### src/rtl/lcg_cfg.svh
// Generator constants and bus widths shared by the RTL and the testbench, pulled in by `include
`ifndef LCG_CFG_SVH
`define LCG_CFG_SVH

// ======================================================================
// Generator constants
// ======================================================================

// Multiplier A of x <= A*x + C
`define LCG_MULT        32'h41C64E6D

// Increment C
`define LCG_INC         32'h00003039

// State loaded by ARESETN
`define LCG_RESET_SEED  32'h12345678

// ======================================================================
// AXI4-Lite port widths
// ======================================================================

`define AXIL_ADDR_W     4
`define AXIL_DATA_W     32

`endif

### src/rtl/axil_pkg.sv
// AXI4-Lite response encodings, imported by the slave and the testbench
`default_nettype none

package axil_pkg;

    // Two-bit BRESP / RRESP field
    typedef logic [1:0] axil_resp_t;

    // Normal completion
    localparam axil_resp_t RESP_OKAY   = 2'b00;

    // Slave error, used for bad addresses and illegal accesses
    localparam axil_resp_t RESP_SLVERR = 2'b10;

endpackage

`default_nettype wire

### src/rtl/lcg_pkg.sv
// Register map of the random number generator, imported by the slave and the testbench
`default_nettype none

`include "lcg_cfg.svh"

package lcg_pkg;

    // Byte addresses on the 4-bit AXI4-Lite space
    typedef enum logic [`AXIL_ADDR_W-1:0] {
        // Read only, current generator value
        REG_RAND = 'h0,
        // Bit 0 enables stepping on RAND reads
        REG_EN   = 'h4,
        // Write only, byte-strobed seed
        REG_SEED = 'h8
    } lcg_reg_t;

endpackage

`default_nettype wire

### src/rtl/lcg_core.sv
// LCG state register with a three-stage multiply-add step and direct seed load
`default_nettype none
`timescale 1ns/1ns

`include "lcg_cfg.svh"

module lcg_core (
    input  logic                    ACLK,
    input  logic                    ARESETN,
    input  logic                    step,
    input  logic                    seed_load,
    input  logic [`AXIL_DATA_W-1:0] seed_value,
    output logic [`AXIL_DATA_W-1:0] state,
    output logic                    ready
);

    localparam int DW = `AXIL_DATA_W;

    localparam logic [DW-1:0] MULT = `LCG_MULT;
    localparam logic [DW-1:0] INC  = `LCG_INC;
    localparam logic [DW-1:0] SEED = `LCG_RESET_SEED;

    // Stage 1, truncated product A*x
    logic [DW-1:0] mult_q;
    // Stage 2, low product word held for the adder
    logic [DW-1:0] prod_lo_q;

    logic          mult_vld;
    logic          lo_vld;

    // ======================================================================
    // Step pipeline payload
    // ======================================================================

    // Mod 2^32, so only the low word of the product is kept
    always_ff @(posedge ACLK) begin
        if (step) begin
            mult_q <= state * MULT;
        end
        if (mult_vld) begin
            prod_lo_q <= mult_q;
        end
    end

    // ======================================================================
    // State and in-flight tracking
    // ======================================================================

    always_ff @(posedge ACLK or negedge ARESETN) begin
        if (!ARESETN) begin
            state    <= SEED;
            mult_vld <= 1'b0;
            lo_vld   <= 1'b0;
        end else if (seed_load) begin
            // New seed wins over a step still in flight
            state    <= seed_value;
            mult_vld <= 1'b0;
            lo_vld   <= 1'b0;
        end else begin
            mult_vld <= step;
            lo_vld   <= mult_vld;
            // Stage 3, add C and write back
            if (lo_vld) begin
                state <= prod_lo_q + INC;
            end
        end
    end

    // Low for the two cycles a step is in flight
    assign ready = ~(mult_vld | lo_vld);

endmodule

`default_nettype wire

### src/rtl/axil_rng_regs.sv
// AXI4-Lite slave with the RAND, EN and SEED registers; drives step and seed load of the core
`default_nettype none
`timescale 1ns/1ns

`include "lcg_cfg.svh"

module axil_rng_regs (
    input  logic                        ACLK,
    input  logic                        ARESETN,
    // Write address channel
    input  logic [`AXIL_ADDR_W-1:0]     awaddr,
    input  logic                        awvalid,
    output logic                        awready,
    // Write data channel
    input  logic [`AXIL_DATA_W-1:0]     wdata,
    input  logic [`AXIL_DATA_W/8-1:0]   wstrb,
    input  logic                        wvalid,
    output logic                        wready,
    // Write response channel
    output axil_pkg::axil_resp_t        bresp,
    output logic                        bvalid,
    input  logic                        bready,
    // Read address channel
    input  logic [`AXIL_ADDR_W-1:0]     araddr,
    input  logic                        arvalid,
    output logic                        arready,
    // Read data channel
    output logic [`AXIL_DATA_W-1:0]     rdata,
    output axil_pkg::axil_resp_t        rresp,
    output logic                        rvalid,
    input  logic                        rready,
    // Core side
    output logic                        step,
    output logic                        seed_load,
    output logic [`AXIL_DATA_W-1:0]     seed_value,
    input  logic [`AXIL_DATA_W-1:0]     state,
    input  logic                        ready
);

    import axil_pkg::*;
    import lcg_pkg::*;

    localparam int DW = `AXIL_DATA_W;
    localparam int SW = `AXIL_DATA_W / 8;

    logic          en_q;

    logic          wr_start;
    logic          wr_fire;
    axil_resp_t    wr_resp;

    logic          rd_is_rand;
    logic          rd_start;
    logic          rd_fire;
    logic [DW-1:0] rd_data;
    axil_resp_t    rd_resp;

    // Replace the strobed bytes of old_v with those of new_v
    function automatic logic [DW-1:0] merge_bytes(
        input logic [DW-1:0] old_v,
        input logic [DW-1:0] new_v,
        input logic [SW-1:0] strb
    );
        logic [DW-1:0] res;
        res = old_v;
        for (int i = 0; i < SW; i++) begin
            if (strb[i]) begin
                res[8*i +: 8] = new_v[8*i +: 8];
            end
        end
        return res;
    endfunction

    // ======================================================================
    // Write path
    // ======================================================================

    // Both channels present and no response outstanding
    assign wr_start = awvalid && wvalid && !awready && !bvalid;
    assign wr_fire  = awvalid && awready && wvalid && wready;

    always_comb begin
        case (awaddr)
            REG_EN,
            REG_SEED: wr_resp = RESP_OKAY;
            // RAND is read only; everything else is unmapped
            default:  wr_resp = RESP_SLVERR;
        endcase
    end

    always_ff @(posedge ACLK or negedge ARESETN) begin
        if (!ARESETN) begin
            awready <= 1'b0;
            wready  <= 1'b0;
            bvalid  <= 1'b0;
            en_q    <= 1'b0;
        end else begin
            // One-cycle pulse, shared by AW and W
            awready <= wr_start;
            wready  <= wr_start;

            if (wr_fire) begin
                bvalid <= 1'b1;
            end else if (bvalid && bready) begin
                bvalid <= 1'b0;
            end

            if (wr_fire && (awaddr == REG_EN) && wstrb[0]) begin
                en_q <= wdata[0];
            end
        end
    end

    always_ff @(posedge ACLK) begin
        if (wr_fire) begin
            bresp <= wr_resp;
        end
    end

    // Seed goes to the core on the accepting edge
    assign seed_load  = wr_fire && (awaddr == REG_SEED);
    assign seed_value = merge_bytes(state, wdata, wstrb);

    // ======================================================================
    // Read path
    // ======================================================================

    assign rd_is_rand = (araddr == REG_RAND);

    // RAND reads wait for the core to finish any step in flight
    assign rd_start = arvalid && !arready && !rvalid && (!rd_is_rand || ready);
    assign rd_fire  = arvalid && arready;

    // Each enabled RAND read consumes one number
    assign step = rd_fire && rd_is_rand && en_q;

    always_comb begin
        case (araddr)
            REG_RAND: begin
                rd_data = state;
                rd_resp = RESP_OKAY;
            end
            REG_EN: begin
                rd_data = {{(DW-1){1'b0}}, en_q};
                rd_resp = RESP_OKAY;
            end
            // SEED is write only
            default: begin
                rd_data = '0;
                rd_resp = RESP_SLVERR;
            end
        endcase
    end

    always_ff @(posedge ACLK or negedge ARESETN) begin
        if (!ARESETN) begin
            arready <= 1'b0;
            rvalid  <= 1'b0;
        end else begin
            arready <= rd_start;

            if (rd_fire) begin
                rvalid <= 1'b1;
            end else if (rvalid && rready) begin
                rvalid <= 1'b0;
            end
        end
    end

    // Data held until the master takes it
    always_ff @(posedge ACLK) begin
        if (rd_fire) begin
            rdata <= rd_data;
            rresp <= rd_resp;
        end
    end

endmodule

`default_nettype wire

### src/rtl/lcg_rng_axil.sv
// Top level of the AXI4-Lite random number generator; joins the register slave and the LCG core
`default_nettype none
`timescale 1ns/1ns

`include "lcg_cfg.svh"

module lcg_rng_axil (
    input  logic                        ACLK,
    input  logic                        ARESETN,
    input  logic [`AXIL_ADDR_W-1:0]     awaddr,
    input  logic                        awvalid,
    output logic                        awready,
    input  logic [`AXIL_DATA_W-1:0]     wdata,
    input  logic [`AXIL_DATA_W/8-1:0]   wstrb,
    input  logic                        wvalid,
    output logic                        wready,
    output axil_pkg::axil_resp_t        bresp,
    output logic                        bvalid,
    input  logic                        bready,
    input  logic [`AXIL_ADDR_W-1:0]     araddr,
    input  logic                        arvalid,
    output logic                        arready,
    output logic [`AXIL_DATA_W-1:0]     rdata,
    output axil_pkg::axil_resp_t        rresp,
    output logic                        rvalid,
    input  logic                        rready
);

    // Slave to core strobes
    logic                    step;
    logic                    seed_load;
    logic [`AXIL_DATA_W-1:0] seed_value;
    // Core back to slave
    logic [`AXIL_DATA_W-1:0] state;
    logic                    core_ready;

    axil_rng_regs u_regs (
        .ACLK       (ACLK),
        .ARESETN    (ARESETN),
        .awaddr     (awaddr),
        .awvalid    (awvalid),
        .awready    (awready),
        .wdata      (wdata),
        .wstrb      (wstrb),
        .wvalid     (wvalid),
        .wready     (wready),
        .bresp      (bresp),
        .bvalid     (bvalid),
        .bready     (bready),
        .araddr     (araddr),
        .arvalid    (arvalid),
        .arready    (arready),
        .rdata      (rdata),
        .rresp      (rresp),
        .rvalid     (rvalid),
        .rready     (rready),
        .step       (step),
        .seed_load  (seed_load),
        .seed_value (seed_value),
        .state      (state),
        .ready      (core_ready)
    );

    lcg_core u_core (
        .ACLK       (ACLK),
        .ARESETN    (ARESETN),
        .step       (step),
        .seed_load  (seed_load),
        .seed_value (seed_value),
        .state      (state),
        .ready      (core_ready)
    );

endmodule

`default_nettype wire

### config.mk
export PLATFORM = sky130hd
export DESIGN_NAME = lcg_rng_axil
export DESIGN_NICKNAME = d
export VERILOG_FILES = /design/src/rtl/axil_pkg.sv /design/src/rtl/lcg_pkg.sv /design/src/rtl/lcg_core.sv /design/src/rtl/axil_rng_regs.sv /design/src/rtl/lcg_rng_axil.sv
export VERILOG_INCLUDE_DIRS = /design/src /design/src/rtl
export SDC_FILE = /design/constraint.sdc
export NUM_CORES = 1
export LEC_CHECK = 0
export ABC_CLOCK_PERIOD_IN_PS = 9100
export BUFFER_PORTS_ARGS = -buffer_cell sky130_fd_sc_hd__buf_2
export CORE_UTILIZATION = 25
export CTS_CLUSTER_DIAMETER = 80
export DETAILED_ROUTE_END_ITERATION = 16
export HOLD_SLACK_MARGIN = 0.15
export SLEW_MARGIN = 40
export SYNTH_ARGS = -nofsm -noshare
export SYNTH_HDL_FRONTEND = slang
export SYNTH_SLANG_ARGS = --single-unit
### constraint.sdc
create_clock -name ACLK -period 9.1 [get_ports ACLK]
set_clock_uncertainty 0.2 [all_clocks]
set_input_delay 1.82 -clock ACLK [delete_from_list [all_inputs] [get_ports ACLK]]
set_output_delay 1.82 -clock ACLK [all_outputs]
set_load 0.02 [all_outputs]
==> impl_metrics.json, run 1 <==
{
  "synth_cells": 1273,
  "hold_path_class": "reg2reg",
  "hold_end": "u_core.prod_lo_q[7]",
  "timing.critical_path.slowest_stage_cell": "dfstp_2",
  "clkLatencyLatePin_ps": 430,
  "drtAntennaViolNets": 0,
  "drt-total-wl_um": 38700,
  "firstDrtPassIters": 5,
  "post_drt_wl_per_cell_um": 18.1,
  "initial_utilization_pct": 25.4,
  "largest_net_degree_at_the_start_of_global_routing": 40,
  "relSlewSlack_pct": 46.6,
  "core_region_area_um2": 55200,
  "total_count_of_hold_check_failures_in_the_final_report": 0,
  "die_w_um": 239,
  "cp_data_arrival_time_ps": 6920,
  "std_cell_rows": 86,
  "post_synth_xor_area_fraction_pct": 5.83,
  "drv_cap": 0,
  "cts_max_level": 4,
  "adder_cell_share_of_the_synthesized_area_pct": 42.4,
  "io_pins": 92,
  "cts-buffers-inserted": 17,
  "cts_tree": "yes",
  "setup_tns_ps": 0,
  "post-cts-setup-buffer-count": 0,
  "holdCritStartpoint": "u_core.mult_q[7]",
  "die_area_um2": 57000,
  "remaining_drc_errors": 0,
  "clkSinkCount": 137,
  "ctsRootBufferMaster": "clkbuf_16",
  "die_y_um": 239,
  "cp.required_ps": 9080,
  "crit_type": "reg2reg",
  "hold_buffers": 0,
  "final_weighted_congestion_of_routability_driven_global_placement": 0.954,
  "yosys_cell_types": 71,
  "post_synth_and_or_nand_nor_area_fraction_pct": 6.78,
  "worst_slew_pin_slew_ps": 801,
  "ctsLongestPathBuffers": 2,
  "grt_pass1_wl_um": 60300,
  "report.final.slew_viol_count": 0,
  "status": "completed",
  "drive_above_1_share_pct": 11.8,
  "report.final.setup_viol": 0,
  "synthesized_area_per_cell_um2": 11.0,
  "postSynth.asyncResetShare_pct": 28.5,
  "worstSetupEndpointType": "flip-flop",
  "synth_compound_area_share_pct": 7.42,
  "final.period_utilization_pct": 76.3,
  "vias_per_cell": 4.36,
  "muxShareOfSynthArea_pct": 0.152,
  "antenna_cells_inserted": 0,
  "worst_path_most_repeated_cell": "fa_1",
  "reg2reg_depth": 21,
  "rrSetupSlack_ps": 2160,
  "final.min_clock_period_ps": 6940,
  "detailedPlacementHpwl_um": 32800,
  "grt_usage_pct": 14.3,
  "ys_warn_count": 0,
  "synth_top_family_by_area": "adder cells",
  "layout.nets": 1789,
  "number_of_synthesized_flops_with_an_enable_pin": 98,
  "detailedRoute.firstIterationViolations": 563,
  "timing.fmax_mhz": 144,
  "synth_seq_area_share_pct": 28.1,
  "num_vias": 9313,
  "fillCellCount": 5762,
  "syn_area_um2": 14000,
  "worst_setup_hold_path_clk_slew_ps": 60,
  "startpoint_type": "flip-flop",
  "hold_path_stages": 0,
  "grt_antenna_before_repair": 1,
  "port-buffer-count": 89,
  "cpPeakStageDelay_ps": 700,
  "r2r_end": "u_core.mult_q[28]",
  "grt_pass1_vias": 10100,
  "synth-seq-cells": 137,
  "post_cts_resize_count": 0,
  "path_cells": "ha_1, xor2_1, ha_1, a21oi_1, fa_1, fa_1, inv_1, fa_1, inv_1, fa_1, inv_1, fa_1, fa_1, ha_1, and4_1, o2111ai_1, o22ai_2, o211ai_2, o211ai_1, o211ai_1, xnor2_1",
  "postSynth.topFlopCell": "edfxtp_1",
  "sequential_cell_area_in_the_final_layout_um2": 3940,
  "area_delta_synth_final_pct": 13.8,
  "rsz0062_at_grt": "no",
  "timing.rr.start": "u_core.state[5]",
  "gr-total-overflow": 0,
  "timing.critical_path.fanout_max": 8,
  "multiInputGateArea_um2": 8800
}
[worst max path at each step]
stage | startpoint | endpoint | slack, ps | depth (start not counted)
after detailed placement | u_core.state[7] | u_core.mult_q[28] | 2220 | 21
final | u_core.state[5] | u_core.mult_q[28] | 2160 | 21
after CTS | u_core.state[7] | u_core.mult_q[28] | 2210 | 21
after global placement | u_core.state[7] | u_core.mult_q[28] | 2290 | 21
after global routing | u_core.state[5] | u_core.mult_q[28] | 1840 | 21
after floorplan | u_core.state[9] | u_core.mult_q[31] | 2630 | 20
[metal layers]
layer  track usage (%)  up-vias  wire [um]
li1                  -     4296          -
met4              4.37        2        902
met1              19.3     4754      18100
met5                 0        -         17
met2              23.4      213      18100
met3              2.11       48       1620
[synthesized netlist by cell type, types with 4 or more instances]
cell type,number,area share [%]
dfstp_2,13,2.4
o21a_1,4,0.21
a21o_1,8,0.43
nand2b_1,6,0.27
o211ai_1,7,0.37
a21oi_1,48,1.7
o22ai_1,10,0.45
nor2_1,33,0.88
xor2_1,29,1.8
clkbuf_1,8,0.21
xnor2_1,54,3.4
buf_2,4,0.14
fa_1,186,27
dfrtp_1,26,4.6
nor2b_1,4,0.18
nand3_1,13,0.46
a22oi_1,4,0.21
ha_1,178,16
or3_1,4,0.18
nand2_1,48,1.3
a211oi_1,4,0.21
inv_1,323,8.6
edfxtp_1,98,21
xnor3_1,4,0.64
and2_1,23,1.0
nor3_1,27,0.96
a31oi_1,4,0.18
and3_1,10,0.45
o21ai_0,28,1.0
[worst max-delay path: cells and delay by family (launching register included)]
| family | cells | cell delay (ps) |
|---|---|---|
| xor+xnor | 2 | 470 |
| buf+inv | 3 | 150 |
| compound gates | 6 | 960 |
| flops | 1 | 700 |
| fa+ha+maj | 9 | 3890 |
| simple gates | 1 | 300 |
[logic make-up (layout without fill, tap and decap cells)]
logic type      after synthesis  count (layout)
buf+inv                     340             453
flops                       137             137
fa+ha+maj                   364             364
other cells                   1               2
mux                           2               2
compound gates              155             155
simple gates                187             187
xor+xnor                     87              87
[area by class of cell]
class | instances | share of cell area (%)
multi-input cells | 797 | 55.1
flip-flops and latches | 137 | 24.7
inverters | 323 | 7.60
well taps | 748 | 5.87
repair buffers | 98 | 3.25
clock buffers | 20 | 2.86
clock inverters | 12 | 0.627
[through the flow]
stage	hold WS, ps	util (%)	instance area, um2	worst slack, ps	std cells
finish	216	28.9	16000	2160	2135
global route	221	28.9	16000	1840	2135
CTS	214	28.9	15900	2210	2134
detailed placement	205	27.9	15400	2220	2102
global placement	201	27.9	15400	2290	2102
floorplan	200	-	14000	2630	1274
[layout by cell type (no fill, tap or decap), drive strengths merged, types with 26 or more instances in the layout]
cell type,synthesis,routed
inv,323,324
fa,186,186
ha,178,178
edfxtp,98,98
buf,9,98
xnor2,54,54
a21oi,51,51
nand2,48,48
nor2,34,34
o21ai,32,32
xor2,29,29
nor3,27,27
dfrtp,26,26
[flip-flops by register name (all words and copies together) (netlist names), 32 cells and up]
| signal | count |
|---|---|
| u_core.prod_lo_q | 32 |
| u_regs.rdata | 32 |
| u_core.state | 32 |
| u_core.mult_q | 32 |
Power of run 1 is left out: the tool's default activity adds up to more than one toggle a clock period on the data nets, which glitch-free logic cannot reach.
==> run 2, diff against run 1 <==
--- a/config.mk
+++ b/config.mk
@@ -6,7 +6,7 @@
 export SDC_FILE = /design/constraint.sdc
 export NUM_CORES = 1
 export LEC_CHECK = 0
-export ABC_CLOCK_PERIOD_IN_PS = 9100
+export ABC_CLOCK_PERIOD_IN_PS = 6300
 export BUFFER_PORTS_ARGS = -buffer_cell sky130_fd_sc_hd__buf_2
 export CORE_UTILIZATION = 25
 export CTS_CLUSTER_DIAMETER = 80
==> constraint.sdc (replaced) <==
create_clock -name ACLK -period 6.3 [get_ports ACLK]
set_clock_uncertainty 0.2 [all_clocks]
set_input_delay 1.26 -clock ACLK [delete_from_list [all_inputs] [get_ports ACLK]]
set_output_delay 1.26 -clock ACLK [all_outputs]
set_load 0.02 [all_outputs]
==> impl_metrics.json, run 2 (synthesized netlist as in run 1, its figures left out) <==
{
  "final.min_clock_period_ps": 6420,
  "die_y_um": 239,
  "largest_net_degree_at_the_start_of_global_routing": 40,
  "worst_path_most_repeated_cell": "fa_1",
  "startpoint_type": "flip-flop",
  "die_area_um2": 57000,
  "cts_tree": "yes",
  "port-buffer-count": 89,
  "ctsRootBufferMaster": "clkbuf_16",
  "initial_utilization_pct": 25.4,
  "holdCritStartpoint": "u_core.mult_q[6]",
  "post_drt_wl_per_cell_um": 17.9,
  "timing.critical_path.slowest_stage_cell": "dfstp_2",
  "crit_type": "reg2reg",
  "antenna_cells_inserted": 0,
  "final-instance-count-excl-fill": 2278,
  "clkLatencyLatePin_ps": 450,
  "timing.critical_path.fanout_max": 3,
  "worst_slew_pin_slew_ps": 677,
  "area_delta_synth_final_pct": 24.6,
  "drv_cap": 0,
  "timing.rr.start": "u_core.state[9]",
  "grt_usage_pct": 15.3,
  "report.final.setup_viol": 3,
  "setup_tns_ps": -211,
  "drive_above_1_share_pct": 24.3,
  "detailedPlacementHpwl_um": 35200,
  "vias_per_cell": 4.29,
  "layout.nets": 1932,
  "cpPeakStageDelay_ps": 580,
  "report.final.slew_viol_count": 0,
  "dp_cells": 2226,
  "gr-total-overflow": 0,
  "final_weighted_congestion_of_routability_driven_global_placement": 0.955,
  "remaining_drc_errors": 0,
  "cp_data_arrival_time_ps": 6470,
  "final_common_cell": "inv_1",
  "rsz0062_at_grt": "yes",
  "grt_antenna_before_repair": 3,
  "status": "complete, but fails checks",
  "cts_max_level": 4,
  "critical_path.startpoint": "u_core.state[9]",
  "worst_setup_hold_path_clk_slew_ps": 60,
  "std_cell_rows": 86,
  "die_w_um": 239,
  "io_pins": 92,
  "detailedRoute.firstIterationViolations": 526,
  "violations_in_the_final_reports": "setup timing",
  "drtAntennaViolNets": 0,
  "hold_buffers": 0,
  "grt_pass1_wl_um": 64400,
  "setup_ws_ps": -116,
  "fillCellCount": 5573,
  "clkSinkCount": 137,
  "timing.fmax_mhz": 156,
  "final_design_area_no_fill_um2": 17500,
  "drt-total-wl_um": 40900,
  "grt_pass1_vias": 11000,
  "worstPathBufferInverterCount": 2,
  "ctsLongestPathBuffers": 2,
  "sequential_cell_area_in_the_final_layout_um2": 3940,
  "mostFrequentLayoutCells": "inv_1 (317), fa_1 (183), ha_1 (157)",
  "total_count_of_hold_check_failures_in_the_final_report": 0,
  "final.period_utilization_pct": 102,
  "relSlewSlack_pct": 54.8,
  "multiInputGateArea_um2": 9230,
  "place_area_um2": 16400,
  "cts-buffers-inserted": 17,
  "critPathTopFamily": "adder cells",
  "firstDrtPassIters": 4,
  "hold_path_class": "reg2reg",
  "num_vias": 9766,
  "path_cells": "ha_4, xor2_2, ha_2, or2_4, fa_1, inv_2, fa_1, fa_1, inv_1, fa_1, fa_1, fa_1, ha_4, a21o_1, a21o_1, a21o_1, a31oi_4, a21oi_2, or4_1, o311ai_1",
  "core_region_area_um2": 55200,
  "cp.required_ps": 6360,
  "worstSetupEndpointType": "flip-flop"
}
[run 2: cell count changes in the layout (fill, tap and decap cells not counted), sizes merged]
cell      change
buf         +143
clkinvlp      +1
clkinv        -1
[run 2: repair_timing]
item | in CTS | in global routing
pin swaps | 27 | 18
buffers inserted | 12 | 9
setup endpoints to repair | 10 | 12
resized for setup | 56 | 26
cloned | 0 | 0
[run 2: routing by layer]
layer	part of all wire, %	GRT usage, %
met1	42	18.6
met2	51	26.9
met3	3.5	2.42
met4	3.4	5.71
met5	0.083	0
[run 2: layout make-up]
| type | count | area share [%] |
|---|---|---|
| clock buffer | 20 | 2.50 |
| clock inverter | 12 | 0.587 |
| inverter | 323 | 6.94 |
| multi-input combinational | 797 | 52.8 |
| sequential | 137 | 22.6 |
| tap | 748 | 5.36 |
| timing repair buffer | 241 | 9.24 |
[run 2: through the flow]
| step | hold WS (ps) | setup slack (ps) | utilization [%] |
|---|---|---|---|
| final | 216 | -116 | 31.6 |
| after global routing | 219 | -271 | 31.6 |
| after CTS | 217 | -121 | 31.3 |
| after detailed placement | 205 | -265 | 29.6 |
| after global placement | 202 | -208 | 29.6 |
| after floorplan | 200 | -15.8 | - |
[run 2: final timing paths]
kind / endpoint / slack [ps] / cells past startpoint
max: u_core.mult_q[25] / -120 / 20
min reg2reg: u_core.prod_lo_q[6] / 220 / 0
max reg2reg: u_core.mult_q[25] / -120 / 20
max in group asynchronous: u_core.state[8] / 4740 / 2
min in group asynchronous: u_core.state[31] / 700 / 2
min: u_core.prod_lo_q[6] / 220 / 0
Power of run 2 is left out for the same reason.
==> run 3, diff against run 2 <==
--- a/config.mk
+++ b/config.mk
@@ -15,4 +15,5 @@
 export SLEW_MARGIN = 40
 export SYNTH_ARGS = -nofsm -noshare
 export SYNTH_HDL_FRONTEND = slang
+export SYNTH_HIERARCHICAL = 1
 export SYNTH_SLANG_ARGS = --single-unit
==> impl_metrics.json, run 3 <==
{
  "final_weighted_congestion_of_routability_driven_global_placement": 0.988,
  "synth-seq-cells": 137,
  "synth_seq_area_share_pct": 27.3,
  "rsz0062_at_grt": "yes",
  "muxShareOfSynthArea_pct": 3.13,
  "critPathTopFamily": "adder cells",
  "num_vias": 9995,
  "drtAntennaViolNets": 0,
  "setup_ws_ps": 15.7,
  "hold_path_stages": 0,
  "drive_above_1_share_pct": 21.7,
  "cts_max_level": 4,
  "largest_net_degree_at_the_start_of_global_routing": 65,
  "yosys.area.top_type_share_pct": 26.1,
  "grt_usage_pct": 14.4,
  "mostFrequentLayoutCells": "inv_1 (313), fa_1 (182), ha_1 (157)",
  "cp_data_arrival_time_ps": 6260,
  "grt_antenna_before_repair": 2,
  "grt_util_met2_pct": 24.0,
  "grt_busiest_layer": "met2",
  "worstSetupEndpointType": "flip-flop",
  "cp.required_ps": 6270,
  "detailedRoute.firstIterationViolations": 564,
  "synth.cells.most_frequent": "inv_1 (322), fa_1 (188), ha_1 (178)",
  "detailedPlacementHpwl_um": 35000,
  "cts_tree": "yes",
  "synth_top_family_by_area": "adder cells",
  "std_cell_rows": 87,
  "final_common_cell": "inv_1",
  "postSynth.topFlopCell": "edfxtp_1",
  "number_of_synthesized_flops_with_an_enable_pin": 98,
  "core_region_area_um2": 56700,
  "hold_buffers": 0,
  "die_area_um2": 58700,
  "syn_area_um2": 14400,
  "vias_per_cell": 4.36,
  "worst_slew_pin_slew_ps": 831,
  "io_pins": 92,
  "clkSinkCount": 137,
  "final.period_utilization_pct": 99.8,
  "drt-total-wl_um": 41600,
  "timing.fmax_mhz": 159,
  "status": "completed",
  "antenna_cells_inserted": 0,
  "startpoint_type": "flip-flop",
  "timing.rr.start": "u_core/state[6]",
  "netlist_top_cells_area": "fa_1 (26%), edfxtp_1 (20%), ha_1 (15%)",
  "place_area_um2": 16700,
  "synth_top_cell_by_area": "fa_1",
  "timing.critical_path.fanout_max": 6,
  "clkLatencyLatePin_ps": 440,
  "post_drt_wl_per_cell_um": 18.1,
  "die_w_um": 242,
  "total_count_of_hold_check_failures_in_the_final_report": 0,
  "relSlewSlack_pct": 44.2,
  "cts-buffers-inserted": 17,
  "synth_compound_area_share_pct": 6.17,
  "cpPeakStageDelay_ps": 630,
  "yosys_cell_types": 65,
  "ys_warn_count": 6,
  "post_place_setup_slack_ps": -141,
  "final.min_clock_period_ps": 6280,
  "ctsLongestPathBuffers": 2,
  "crit_type": "reg2reg",
  "global_route.usage.met3_pct": 1.79,
  "reg2reg_depth": 22,
  "r2r_end": "u_core/mult_q[29]",
  "worst_path_most_repeated_cell": "fa_1",
  "post_synth_and_or_nand_nor_area_fraction_pct": 7.16,
  "report.final.setup_viol": 0,
  "initial_utilization_pct": 25.4,
  "grt_use_met1_pct": 19.4,
  "hold_end": "u_core/prod_lo_q[4]",
  "postSynth.asyncResetShare_pct": 28.5,
  "rrSetupSlack_ps": 20,
  "post_synth_xor_area_fraction_pct": 5.16,
  "remaining_drc_errors": 0,
  "layout.nets": 1941,
  "gr-total-overflow": 0,
  "holdCritStartpoint": "u_core/mult_q[4]",
  "grt_pass1_vias": 10700,
  "path_cells": "buf_6, ha_4, xor2_2, ha_2, a21oi_2, fa_1, fa_1, inv_1, fa_1, fa_1, fa_1, inv_1, fa_1, inv_2, ha_4, nand4_1, or2_1, nor3_2, o21ai_2, a31oi_2, a211oi_1, a311o_1",
  "drv_cap": 0,
  "report.final.slew_viol_count": 0,
  "post-synth-top-count-cell": "inv_1",
  "ctsRootBufferMaster": "clkbuf_16",
  "worst_setup_hold_path_clk_slew_ps": 60,
  "area_delta_synth_final_pct": 22.0,
  "timing.critical_path.slowest_stage_cell": "dfstp_2",
  "adder_cell_share_of_the_synthesized_area_pct": 41.5,
  "final_design_area_no_fill_um2": 17600,
  "port-buffer-count": 89,
  "die_y_um": 242,
  "setup_tns_ps": 0,
  "hold_path_class": "reg2reg",
  "grt_pass1_wl_um": 63400,
  "postLayoutCoreUtil_pct": 31.0,
  "synthesized_area_per_cell_um2": 11.0,
  "firstDrtPassIters": 6,
  "worstPathBufferInverterCount": 4,
  "synth_cells": 1316
}
[run 3: per-stage QoR]
stage,std cells,hold slack (ps)
3_3_place_gp,2252,200
3_5_place_dp,2252,205
6_report,2293,217
2_1_floorplan,1317,200
5_1_grt,2293,227
4_1_cts,2289,218
[run 3: logic make-up (layout without fill, tap and decap cells)]
logic type / after synthesis / in the layout
xor gates and xnor gates: 85 / 85
other: 1 / 2
DFF: 137 / 137
adders and majority gates: 366 / 366
AOI/OAI and AO/OA: 143 / 143
buffers and inverters: 350 / 570
muxes: 41 / 41
and+or+nand+nor: 193 / 193
[run 3: repair_timing]
action                     in CTS  in global routing
setup endpoints to repair      10                 13
pin swaps                      12                 31
gates resized for setup        18                 43
buffers inserted                5                  5
[run 3: worst max path at each step]
stage / start / endpoint / slack [ps] / cells after the start
6_report: u_core/state[6] / u_core/mult_q[29] / 20 / 22
3_3_place_gp: u_core/state[16] / u_core/mult_q[31] / -80 / 21
4_1_cts: u_core/state[12] / u_core/mult_q[30] / -10 / 21
5_1_grt: u_core/state[6] / u_core/mult_q[29] / -170 / 22
2_1_floorplan: u_core/state[9] / u_core/mult_q[29] / 1 / 19
3_5_place_dp: u_core/state[6] / u_core/mult_q[29] / -140 / 22
[run 3: final cells by class]
type / instances / area [um2]
sequential: 137 / 3940
tap: 756 / 946
fill: 5752 / 39100
multi-input combinational: 830 / 9510
clock buffer: 20 / 437
clock inverter: 12 / 129
inverter: 322 / 1210
timing repair buffer: 216 / 1420
[run 3: layer usage]
| layer | up-vias | share of wire, % | routed length [um] |
|---|---|---|---|
| met5 | - | 0 | 0 |
| met4 | 0 | 2.3 | 955 |
| met3 | 55 | 3.6 | 1480 |
| met2 | 211 | 48 | 20000 |
| met1 | 5085 | 46 | 19100 |
| li1 | 4644 | - | - |
Power of run 3 is left out for the same reason.
